### config.mk
export PLATFORM = sky130hd
export DESIGN_NAME = tag_lookup_top
export DESIGN_NICKNAME = d
export VERILOG_FILES = /design/src/rtl/tag_lookup_pkg.sv /design/src/rtl/lookup_fsm.sv /design/src/rtl/pu_tag_result_mem.sv /design/src/rtl/ram_1r1w.sv /design/src/rtl/scan_counter.sv /design/src/rtl/tag_lookup_top.sv /design/src/rtl/tag_table.sv
export SDC_FILE = /design/constraint.sdc
export NUM_CORES = 1
export LEC_CHECK = 0
export ABC_CLOCK_PERIOD_IN_PS = 2600
export BUFFER_PORTS_ARGS = -buffer_cell sky130_fd_sc_hd__buf_2
export CORE_MARGIN = 2
export CORE_UTILIZATION = 24
export CTS_CLUSTER_DIAMETER = 100
export DETAILED_ROUTE_END_ITERATION = 10
export GPL_TIMING_DRIVEN = 0
export MAX_ROUTING_LAYER = met4
export PLACE_DENSITY = 0.47
export SLEW_MARGIN = 10
export SYNTH_ARGS = -nofsm -noshare
export SYNTH_HDL_FRONTEND = slang
export SYNTH_SLANG_ARGS = --single-unit
### constraint.sdc
create_clock -name clk -period 2.6 [get_ports clk]
set_input_delay 0 -clock clk [delete_from_list [all_inputs] [get_ports clk]]
set_output_delay 0 -clock clk [all_outputs]
set_load 0.01 [all_outputs]
### src/rtl/tag_lookup_pkg.sv
// ********************
// tag lookup types and constants
// ********************

package tag_lookup_pkg;

	// ********************
	// sizes
	// ********************

	localparam int NUM_OF_PU              = 4;
	localparam int PU_ID_NBITS            = 2;
	localparam int PU_WIDTH_NBITS         = 32;
	localparam int RCI_NBITS              = 16;
	localparam int TAG_KEY_NBITS          = 12;
	localparam int TAG_TABLE_ENTRIES      = 8;
	localparam int TAG_TABLE_IDX_NBITS    = 3;
	localparam int TAG_RESULT_DEPTH_NBITS = 2;
	localparam int MAX_RESULTS            = 6;
	localparam int RESULT_NUM_NBITS       = 3;
	localparam int HIT_COUNT_NBITS        = 4;
	localparam int STATUS_NBITS           = 4;

	// io address decode. the region field selects the tag result block.
	localparam int IO_ADDR_NBITS             = 8;
	localparam int IO_REGION_MSB             = 7;
	localparam int IO_REGION_LSB             = 4;
	localparam logic [3:0] PU_TAG_LOOKUP_RESULT = 4'h3;

	// ********************
	// types
	// ********************

	typedef enum logic [1:0] {
		IDLE,
		SCAN,
		STATUS
	} lookup_state_t;

	typedef struct packed {
		logic                     valid;
		logic [TAG_KEY_NBITS-1:0] key;
		logic [RCI_NBITS-1:0]     rci;
	} tag_entry_t;

	typedef struct packed {
		logic                           valid;
		logic [TAG_TABLE_IDX_NBITS-1:0] idx;
		tag_entry_t                     entry;
	} tag_cfg_t;

	typedef struct packed {
		logic                     valid;
		logic [PU_ID_NBITS-1:0]   pid;
		logic [TAG_KEY_NBITS-1:0] key;
	} lookup_req_t;

	typedef struct packed {
		logic                        valid;
		logic [PU_ID_NBITS-1:0]      pid;
		logic [RESULT_NUM_NBITS-1:0] num;
		logic [RCI_NBITS-1:0]        rci;
	} tag_result_t;

	// status bit 3 flags overflow, bits 2 to 0 hold the stored result count.
	typedef struct packed {
		logic                    valid;
		logic [PU_ID_NBITS-1:0]  pid;
		logic [STATUS_NBITS-1:0] status;
	} tag_status_t;

	typedef struct packed {
		logic                      wr;
		logic [IO_ADDR_NBITS-1:0]  addr;
		logic [PU_WIDTH_NBITS-1:0] data;
	} io_type;

endpackage

### src/rtl/lookup_fsm.sv
// ********************
// lookup sequencer
// ********************

module lookup_fsm (
	input  logic                                       clk,
	input  logic                                       rst_n,
	input  tag_lookup_pkg::lookup_req_t                lookup_req,
	input  tag_lookup_pkg::tag_entry_t                 entry,
	input  logic                                       last,
	input  logic [tag_lookup_pkg::HIT_COUNT_NBITS-1:0] hit_count,
	output logic                                       clear,
	output logic                                       step,
	output logic                                       hit,
	output logic                                       lookup_ready,
	output tag_lookup_pkg::tag_result_t                tag_result,
	output tag_lookup_pkg::tag_status_t                tag_status
);

	tag_lookup_pkg::lookup_state_t state_q;
	tag_lookup_pkg::lookup_state_t state_nxt;

	logic                                     accept;
	logic                                     store;
	logic                                     overflow;
	logic [tag_lookup_pkg::RESULT_NUM_NBITS-1:0] stored;
	logic [tag_lookup_pkg::PU_ID_NBITS-1:0]   pid_q;
	logic [tag_lookup_pkg::TAG_KEY_NBITS-1:0] key_q;

	// ********************
	// state machine
	// ********************

	assign accept = lookup_req.valid & lookup_ready;
	assign clear  = accept;
	assign step   = (state_q == tag_lookup_pkg::SCAN);
	assign hit    = step & entry.valid & (entry.key == key_q);

	always_comb begin
		state_nxt = state_q;
		case (state_q)
			tag_lookup_pkg::IDLE: begin
				if (accept) begin
					state_nxt = tag_lookup_pkg::SCAN;
				end
			end
			tag_lookup_pkg::SCAN: begin
				if (last) begin
					state_nxt = tag_lookup_pkg::STATUS;
				end
			end
			default: begin
				state_nxt = tag_lookup_pkg::IDLE;
			end
		endcase
	end

	always_ff @(posedge clk or negedge rst_n) begin
		if (!rst_n) begin
			state_q <= tag_lookup_pkg::IDLE;
		end else begin
			state_q <= state_nxt;
		end
	end

	// ready comes back once the status word has gone out.
	always_ff @(posedge clk or negedge rst_n) begin
		if (!rst_n) begin
			lookup_ready <= 1'b1;
		end else if (accept) begin
			lookup_ready <= 1'b0;
		end else if (tag_status.valid) begin
			lookup_ready <= 1'b1;
		end
	end

	always_ff @(posedge clk) begin
		if (accept) begin
			pid_q <= lookup_req.pid;
			key_q <= lookup_req.key;
		end
	end

	// ********************
	// result and status strobes
	// ********************

	// only the first six hits are written, later ones just count.
	assign store    = hit & (hit_count < tag_lookup_pkg::MAX_RESULTS);
	assign overflow = (hit_count > tag_lookup_pkg::MAX_RESULTS);
	assign stored   = overflow ? tag_lookup_pkg::RESULT_NUM_NBITS'(tag_lookup_pkg::MAX_RESULTS)
		: hit_count[tag_lookup_pkg::RESULT_NUM_NBITS-1:0];

	always_ff @(posedge clk or negedge rst_n) begin
		if (!rst_n) begin
			tag_result <= '0;
			tag_status <= '0;
		end else begin
			tag_result.valid  <= store;
			tag_result.pid    <= pid_q;
			tag_result.num    <= hit_count[tag_lookup_pkg::RESULT_NUM_NBITS-1:0];
			tag_result.rci    <= entry.rci;
			tag_status.valid  <= (state_q == tag_lookup_pkg::STATUS);
			tag_status.pid    <= pid_q;
			tag_status.status <= {overflow, stored};
		end
	end

endmodule

### src/rtl/pu_tag_result_mem.sv
// ********************
// per PU tag result memory
// ********************

module pu_tag_result_mem (
	input  logic                                     clk,
	input  logic                                     rst_n,
	input  tag_lookup_pkg::tag_result_t              tag_result,
	input  tag_lookup_pkg::tag_status_t              tag_status,
	input  logic [tag_lookup_pkg::NUM_OF_PU-1:0]     io_req,
	input  tag_lookup_pkg::io_type [tag_lookup_pkg::NUM_OF_PU-1:0] io_cmd,
	output logic [tag_lookup_pkg::NUM_OF_PU-1:0]     io_ack,
	output logic [tag_lookup_pkg::NUM_OF_PU-1:0][tag_lookup_pkg::PU_WIDTH_NBITS-1:0] io_ack_data
);

	// each io word is split into two half words of result index width.
	logic [tag_lookup_pkg::NUM_OF_PU-1:0] req_d1;
	logic [tag_lookup_pkg::NUM_OF_PU-1:0] req_d2;
	logic [tag_lookup_pkg::NUM_OF_PU-1:0] rd_d2;
	logic [tag_lookup_pkg::NUM_OF_PU-1:0] region_hit;
	logic [tag_lookup_pkg::NUM_OF_PU-1:0] region_rd;
	logic [tag_lookup_pkg::NUM_OF_PU-1:0] wr_l;
	logic [tag_lookup_pkg::NUM_OF_PU-1:0] wr_h;

	tag_lookup_pkg::io_type [tag_lookup_pkg::NUM_OF_PU-1:0] cmd_d1;

	logic [tag_lookup_pkg::TAG_RESULT_DEPTH_NBITS-1:0] waddr;
	logic [tag_lookup_pkg::RCI_NBITS-1:0]              wdata_l;
	logic [tag_lookup_pkg::RCI_NBITS-1:0]              wdata_h;

	logic [tag_lookup_pkg::NUM_OF_PU-1:0][tag_lookup_pkg::TAG_RESULT_DEPTH_NBITS-1:0] raddr;
	logic [tag_lookup_pkg::NUM_OF_PU-1:0][tag_lookup_pkg::RCI_NBITS-1:0] rdata_l;
	logic [tag_lookup_pkg::NUM_OF_PU-1:0][tag_lookup_pkg::RCI_NBITS-1:0] rdata_h;

	// ********************
	// write steering
	// ********************

	// status owns word 0, result n lands in word n/2+1.
	// the sequencer never issues a result and a status in the same cycle.
	always_comb begin
		if (tag_status.valid) begin
			waddr   = '0;
			wdata_l = {{(tag_lookup_pkg::RCI_NBITS - tag_lookup_pkg::STATUS_NBITS){1'b0}},
				tag_status.status};
			wdata_h = '0;
		end else begin
			waddr   = tag_result.num[2:1] + 1'b1;
			wdata_l = tag_result.rci;
			wdata_h = tag_result.rci;
		end
	end

	// ********************
	// io request pipeline
	// ********************

	always_ff @(posedge clk) begin
		cmd_d1 <= io_cmd;
	end

	// stage one registers the command, stage two qualifies the region,
	// and the third edge drives the acknowledge.
	always_ff @(posedge clk or negedge rst_n) begin
		if (!rst_n) begin
			req_d1      <= '0;
			req_d2      <= '0;
			rd_d2       <= '0;
			io_ack      <= '0;
			io_ack_data <= '0;
		end else begin
			req_d1 <= io_req;
			req_d2 <= req_d1 & region_hit;
			rd_d2  <= req_d1 & region_rd;
			io_ack <= req_d2;
			for (int i = 0; i < tag_lookup_pkg::NUM_OF_PU; i++) begin
				io_ack_data[i] <= rd_d2[i] ? {rdata_h[i], rdata_l[i]} : '0;
			end
		end
	end

	// ********************
	// per PU lanes
	// ********************

	for (genvar gi = 0; gi < tag_lookup_pkg::NUM_OF_PU; gi++) begin : g_lane

		assign region_hit[gi] = (cmd_d1[gi].addr[tag_lookup_pkg::IO_REGION_MSB:
			tag_lookup_pkg::IO_REGION_LSB] == tag_lookup_pkg::PU_TAG_LOOKUP_RESULT);
		assign region_rd[gi]  = region_hit[gi] & ~cmd_d1[gi].wr;
		assign raddr[gi]      = cmd_d1[gi].addr[tag_lookup_pkg::TAG_RESULT_DEPTH_NBITS-1:0];

		// odd result numbers use the low half, even ones the high half.
		assign wr_l[gi] = (tag_result.valid & (tag_result.pid == gi) & tag_result.num[0])
			| (tag_status.valid & (tag_status.pid == gi));
		assign wr_h[gi] = (tag_result.valid & (tag_result.pid == gi) & ~tag_result.num[0])
			| (tag_status.valid & (tag_status.pid == gi));

		ram_1r1w #(
			.WIDTH       (tag_lookup_pkg::RCI_NBITS),
			.DEPTH_NBITS (tag_lookup_pkg::TAG_RESULT_DEPTH_NBITS)
		) u_ram_h (
			.clk   (clk),
			.wr    (wr_h[gi]),
			.waddr (waddr),
			.raddr (raddr[gi]),
			.din   (wdata_h),
			.dout  (rdata_h[gi])
		);

		ram_1r1w #(
			.WIDTH       (tag_lookup_pkg::RCI_NBITS),
			.DEPTH_NBITS (tag_lookup_pkg::TAG_RESULT_DEPTH_NBITS)
		) u_ram_l (
			.clk   (clk),
			.wr    (wr_l[gi]),
			.waddr (waddr),
			.raddr (raddr[gi]),
			.din   (wdata_l),
			.dout  (rdata_l[gi])
		);

	end

endmodule

### src/rtl/ram_1r1w.sv
// ********************
// one read one write RAM
// ********************

module ram_1r1w #(
	parameter int WIDTH       = 16,
	parameter int DEPTH_NBITS = 2
) (
	input  logic                   clk,
	input  logic                   wr,
	input  logic [DEPTH_NBITS-1:0] waddr,
	input  logic [DEPTH_NBITS-1:0] raddr,
	input  logic [WIDTH-1:0]       din,
	output logic [WIDTH-1:0]       dout
);

	logic [WIDTH-1:0] mem [2**DEPTH_NBITS];

	always_ff @(posedge clk) begin
		if (wr) begin
			mem[waddr] <= din;
		end
	end

	// read data appears one cycle after the address.
	always_ff @(posedge clk) begin
		dout <= mem[raddr];
	end

endmodule

### src/rtl/scan_counter.sv
// ********************
// scan index and hit counter
// ********************

module scan_counter (
	input  logic                                           clk,
	input  logic                                           rst_n,
	input  logic                                           clear,
	input  logic                                           step,
	input  logic                                           hit,
	output logic [tag_lookup_pkg::TAG_TABLE_IDX_NBITS-1:0] idx,
	output logic                                           last,
	output logic [tag_lookup_pkg::HIT_COUNT_NBITS-1:0]     hit_count
);

	// the index wraps back to zero after the last entry.
	always_ff @(posedge clk or negedge rst_n) begin
		if (!rst_n) begin
			idx <= '0;
		end else if (clear) begin
			idx <= '0;
		end else if (step) begin
			idx <= idx + 1'b1;
		end
	end

	// the hit count saturates so it cannot roll over to a small value.
	always_ff @(posedge clk or negedge rst_n) begin
		if (!rst_n) begin
			hit_count <= '0;
		end else if (clear) begin
			hit_count <= '0;
		end else if (step && hit && (hit_count != '1)) begin
			hit_count <= hit_count + 1'b1;
		end
	end

	assign last = (idx == tag_lookup_pkg::TAG_TABLE_IDX_NBITS'(
		tag_lookup_pkg::TAG_TABLE_ENTRIES - 1));

endmodule

### src/rtl/tag_lookup_top.sv
// ********************
// tag lookup subsystem
// ********************

module tag_lookup_top (
	input  logic                                     clk,
	input  logic                                     rst_n,
	input  tag_lookup_pkg::tag_cfg_t                 tag_cfg,
	input  tag_lookup_pkg::lookup_req_t              lookup_req,
	output logic                                     lookup_ready,
	input  logic [tag_lookup_pkg::NUM_OF_PU-1:0]     io_req,
	input  tag_lookup_pkg::io_type [tag_lookup_pkg::NUM_OF_PU-1:0] io_cmd,
	output logic [tag_lookup_pkg::NUM_OF_PU-1:0]     io_ack,
	output logic [tag_lookup_pkg::NUM_OF_PU-1:0][tag_lookup_pkg::PU_WIDTH_NBITS-1:0] io_ack_data
);

	tag_lookup_pkg::tag_entry_t                     entry;
	tag_lookup_pkg::tag_result_t                    tag_result;
	tag_lookup_pkg::tag_status_t                    tag_status;
	logic [tag_lookup_pkg::TAG_TABLE_IDX_NBITS-1:0] idx;
	logic [tag_lookup_pkg::HIT_COUNT_NBITS-1:0]     hit_count;
	logic                                           last;
	logic                                           clear;
	logic                                           step;
	logic                                           hit;

	tag_table u_tag_table (
		.clk     (clk),
		.rst_n   (rst_n),
		.tag_cfg (tag_cfg),
		.idx     (idx),
		.entry   (entry)
	);

	scan_counter u_scan_counter (
		.clk       (clk),
		.rst_n     (rst_n),
		.clear     (clear),
		.step      (step),
		.hit       (hit),
		.idx       (idx),
		.last      (last),
		.hit_count (hit_count)
	);

	lookup_fsm u_lookup_fsm (
		.clk          (clk),
		.rst_n        (rst_n),
		.lookup_req   (lookup_req),
		.entry        (entry),
		.last         (last),
		.hit_count    (hit_count),
		.clear        (clear),
		.step         (step),
		.hit          (hit),
		.lookup_ready (lookup_ready),
		.tag_result   (tag_result),
		.tag_status   (tag_status)
	);

	pu_tag_result_mem u_pu_tag_result_mem (
		.clk         (clk),
		.rst_n       (rst_n),
		.tag_result  (tag_result),
		.tag_status  (tag_status),
		.io_req      (io_req),
		.io_cmd      (io_cmd),
		.io_ack      (io_ack),
		.io_ack_data (io_ack_data)
	);

endmodule

### src/rtl/tag_table.sv
// ********************
// programmable tag table
// ********************

module tag_table (
	input  logic                                          clk,
	input  logic                                          rst_n,
	input  tag_lookup_pkg::tag_cfg_t                      tag_cfg,
	input  logic [tag_lookup_pkg::TAG_TABLE_IDX_NBITS-1:0] idx,
	output tag_lookup_pkg::tag_entry_t                    entry
);

	logic [tag_lookup_pkg::TAG_TABLE_ENTRIES-1:0] valid_q;
	logic [tag_lookup_pkg::TAG_KEY_NBITS-1:0]     key_q [tag_lookup_pkg::TAG_TABLE_ENTRIES];
	logic [tag_lookup_pkg::RCI_NBITS-1:0]         rci_q [tag_lookup_pkg::TAG_TABLE_ENTRIES];

	// ********************
	// entry storage
	// ********************

	// an unprogrammed entry stays invalid and never matches a key.
	always_ff @(posedge clk or negedge rst_n) begin
		if (!rst_n) begin
			valid_q <= '0;
		end else if (tag_cfg.valid) begin
			valid_q[tag_cfg.idx] <= tag_cfg.entry.valid;
		end
	end

	always_ff @(posedge clk) begin
		if (tag_cfg.valid) begin
			key_q[tag_cfg.idx] <= tag_cfg.entry.key;
			rci_q[tag_cfg.idx] <= tag_cfg.entry.rci;
		end
	end

	// ********************
	// scan read port
	// ********************

	// the sequencer sees the entry at its index in the same cycle.
	always_comb begin
		entry.valid = valid_q[idx];
		entry.key   = key_q[idx];
		entry.rci   = rci_q[idx];
	end

endmodule

==> results.sh <==
export IMPL_ir_drop_v=0.000581
export IMPL_crit_slowest_cell="nor2_2"
export IMPL_cts_tree="done"
export IMPL_p_int_w=0.0330
export IMPL_max_freq_ghz=0.408
export IMPL_skew_ps=52.2
export IMPL_ys_seq_area_share_pct=82.0
export IMPL_yosys_warnings=0
export IMPL_place_hpwl_mm=58.8
export IMPL_vias_per_cell=3.92
export IMPL_nNetsFinal=2451
export IMPL_grt_use_total_pct=11.6
export IMPL_finalPower_w=0.0442
export IMPL_synth_most_common_cell="edfxtp_1"
export IMPL_cts_made_buffers=118
export IMPL_grt_max_degree=110
export IMPL_syn2layout_area_growth_pct=28.1
export IMPL_pre_cts_slack_ps=-669
export IMPL_n_fill_cell=14800
export IMPL_synth_top_area_cell="edfxtp_1"
export IMPL_r2r_end="u_pu_tag_result_mem.g_lane[0].u_ram_h.mem[1][12]"
export IMPL_slew_headroom_pct=27.8
export IMPL_num_vias=17200
export IMPL_route_detailed_drc=0
export IMPL_hp_class="in -> reg"
export IMPL_drt_iter0_drc=1114
export IMPL_max_stage_delay_ps=590
export IMPL_cp_top_family="simple AND/OR/NAND/NOR gates"
export IMPL_std_cell_rows=144
export IMPL_ys_async_sr_fraction_pct=17.3
export IMPL_final_antenna_net_count=0
export IMPL_seqCellArea_sq_mm=0.0304
export IMPL_grt_pass1_wl_mm=128
export IMPL_min_from="tag_cfg[27]"
export IMPL_p_seq_share_pct=47.0
export IMPL_setup_viol=0
export IMPL_status="complete, no violations"
export IMPL_clk_latency_ps=730
export IMPL_setup_ws_ps=146
export IMPL_die_area_sq_mm=0.158
export IMPL_worstMarginPinSlew_ps=1080
export IMPL_die_x_microns=397
export IMPL_p_leak_nw=17.2
export IMPL_synth_cell_type_count=41
export IMPL_synthTopCellsByArea="edfxtp_1 61%, dfrtp_1 13%, mux4_2 11%"
export IMPL_synth_top_area_share_pct=60.8
export IMPL_grt_pass1_vias=18900
export IMPL_ys_flop_type="edfxtp_1"
export IMPL_numClockSinks=1095
export IMPL_core_sq_mm=0.154
export IMPL_clk_pin_slew_worst_paths_ps=60
export IMPL_rr_startpoint="u_lookup_fsm.tag_status[6]"
export IMPL_antenna_found_initial=19
export IMPL_cp_start_kind="register"
export IMPL_root_buffer="clkbuf_16"
export IMPL_start_util_pct=24.1
export IMPL_worstPathCellList="or3_1, clkbuf_1, nor2_2, buf_8"
export IMPL_p_clk_share_pct=38.3
export IMPL_critPathBufInv=2
export IMPL_ys_top_cells_by_count="750 x edfxtp_1, 188 x dfrtp_1, 174 x mux4_2"
export IMPL_ys_ff_latch=1095
export IMPL_wl_per_cell_microns=20.2
export IMPL_post_route_period_util_pct=94.4
export IMPL_ios=351
export IMPL_cp_data_required_time_ps=3040
export IMPL_cp_max_fo=9
export IMPL_htreeDepth=3
export IMPL_dr_pass1_iters=7
export IMPL_worstPathArrival_ps=2890
export IMPL_pwr_share_comb_pct=14.8
export IMPL_gr_total_overflow=0
export IMPL_multi_input_area_sq_mm=0.00670
export IMPL_drv_cap=0
export IMPL_synth_edf_count=750
export IMPL_hold_violations=0
export IMPL_synth_cells=1700
export IMPL_ctsLongestPathBuffers=3
export IMPL_min_period_ps=2450
export IMPL_syn_area_sq_mm=0.0371
export IMPL_reg2reg_depth=4
export IMPL_synth_fp_nets=1922
export IMPL_slew_violations=0
export IMPL_wl_mm=88.4
export IMPL_port_buffers=214
export IMPL_gp_congestion=0.732
export IMPL_path_class="reg -> reg"
export IMPL_rrSetupSlack_ps=150
export IMPL_crit_path_end_kind="register"
export IMPL_holdWs_ps=107
export IMPL_final_layout_size_suffix_gt1_share_pct=32.3
export IMPL_tns_ps=0
export IMPL_die_h_microns=397
export IMPL_power_switching_w=0.0111
export IMPL_hold_path_end="u_tag_table.key_q[1][11]"
export IMPL_power_density_mw_per_mm2=930
export IMPL_synth_area_per_cell_sq_um=21.8
export IMPL_sw_frac_of_total_pct=25.2
export IMPL_worstHoldPathCells=2
[per-layer routing]
metal / wire (microns) / part of all wire [%] / GRT usage, % / vias to the layer above
li1: - / - / - / 7676
met1: 38400 / 43 / 14.4 / 9003
met2: 44000 / 50 / 19.2 / 364
met3: 3720 / 4.2 / 2.36 / 151
met4: 2300 / 2.6 / 3.30 / 0
met5: 0 / 0 / - / -
[power groups by stage]
stage | clock [W] | combinational [W] | sequential [W]
after CTS | 0.0175 | 0.00669 | 0.0207
after floorplan | 0 | 0.00312 | 0.0210
final | 0.0169 | 0.00652 | 0.0207
after detailed placement | 0 | 0.00648 | 0.0211
after global placement | 0 | 0.00547 | 0.0212
after global routing | 0.0182 | 0.00709 | 0.0208
[cells in the final DEF (no fill, tap or decap), drive strengths merged, types with 40 or more instances in the layout]
cell and count:
and2 130, dfxtp 156, edfxtp 750, clkinv 40, dlygate4sd3 127, buf 314
mux4 174, clkbuf 197, dfrtp 188, nor2 52
[sequential cells by signal (all words and copies together) (netlist names)]
name                                     count
u_scan_counter.idx                           3
u_pu_tag_result_mem.cmd_d1                  28
u_pu_tag_result_mem.g_lane.u_ram_h.mem     256
u_pu_tag_result_mem.g_lane.u_ram_h.dout     64
u_pu_tag_result_mem.g_lane.u_ram_l.dout     64
u_tag_table.key_q                           96
u_lookup_fsm.state_q                         2
u_lookup_fsm.key_q                          12
u_pu_tag_result_mem.rd_d2                    4
u_scan_counter.hit_count                     4
u_tag_table.valid_q                          8
u_lookup_fsm.lookup_ready                    1
u_lookup_fsm.tag_status                      5
u_tag_table.rci_q                          128
u_lookup_fsm.tag_result                     22
u_lookup_fsm.pid_q                           2
u_pu_tag_result_mem.g_lane.u_ram_l.mem     256
u_pu_tag_result_mem.io_ack_data            128
u_pu_tag_result_mem.req_d2                   4
u_pu_tag_result_mem.io_ack                   4
u_pu_tag_result_mem.req_d1                   4
[worst max-delay path by stage]
stage / slack, ps / start / depth (start not counted) / end
5_1_grt: -7 / u_scan_counter.idx[1] / 10 / u_scan_counter.hit_count[0]
3_3_place_gp: -1890 / u_lookup_fsm.tag_status[6] / 2 / u_pu_tag_result_mem.g_lane[0].u_ram_h.mem[2][13]
3_5_place_dp: -670 / u_lookup_fsm.tag_status[6] / 4 / u_pu_tag_result_mem.g_lane[0].u_ram_l.mem[0][12]
2_1_floorplan: 300 / u_lookup_fsm.tag_status[6] / 3 / u_pu_tag_result_mem.g_lane[2].u_ram_h.mem[2][0]
6_report: 150 / u_lookup_fsm.tag_status[6] / 4 / u_pu_tag_result_mem.g_lane[0].u_ram_h.mem[1][12]
4_1_cts: -8 / u_lookup_fsm.tag_status[6] / 4 / u_pu_tag_result_mem.g_lane[1].u_ram_l.mem[1][13]
[layout make-up]
| cell class | instances | share of cell area [%] |
|---|---|---|
| multi-input combinational | 538 | 14.1 |
| sequential | 1095 | 64.0 |
| clock buffer | 166 | 7.15 |
| inverter | 4 | 0.0316 |
| timing repair buffer | 410 | 7.34 |
| tap | 2044 | 5.39 |
| antenna | 4 | 0.0211 |
| buffer | 62 | 0.648 |
| clock inverter | 59 | 1.33 |
[cells by family after synthesis]
family	Yosys count	share of synthesized area [%]
flip-flops	1095	82.0
multiplexers	237	12.4
AND/OR/NAND/NOR	261	3.97
XOR/XNOR	13	0.307
adder cells (fa/ha/maj)	4	0.135
AO/OA/AOI/OAI	23	0.449
buffers and inverters	67	0.780
[repair_timing]
| item | 4_1_cts | 5_1_grt |
|---|---|---|
| setup buffers | 1 | 5 |
| endpoints found under the hold margin | 581 | 0 |
| pin swaps | 1 | 3 |
| endpoints found under the setup margin | 349 | 108 |
| gates resized for setup | 15 | 13 |
| hold buffers | 127 | 0 |
[per-stage QoR]
stage	std cells	cell area, sq um	util (%)
final	4382	47500	30.9
after CTS	4374	47400	30.8
after global routing	4382	47500	30.9
after detailed placement	4021	42000	27.4
after global placement	3958	40700	26.5
after floorplan	1700	37100	-
Note: power is estimated with default switching activity, not from simulation.
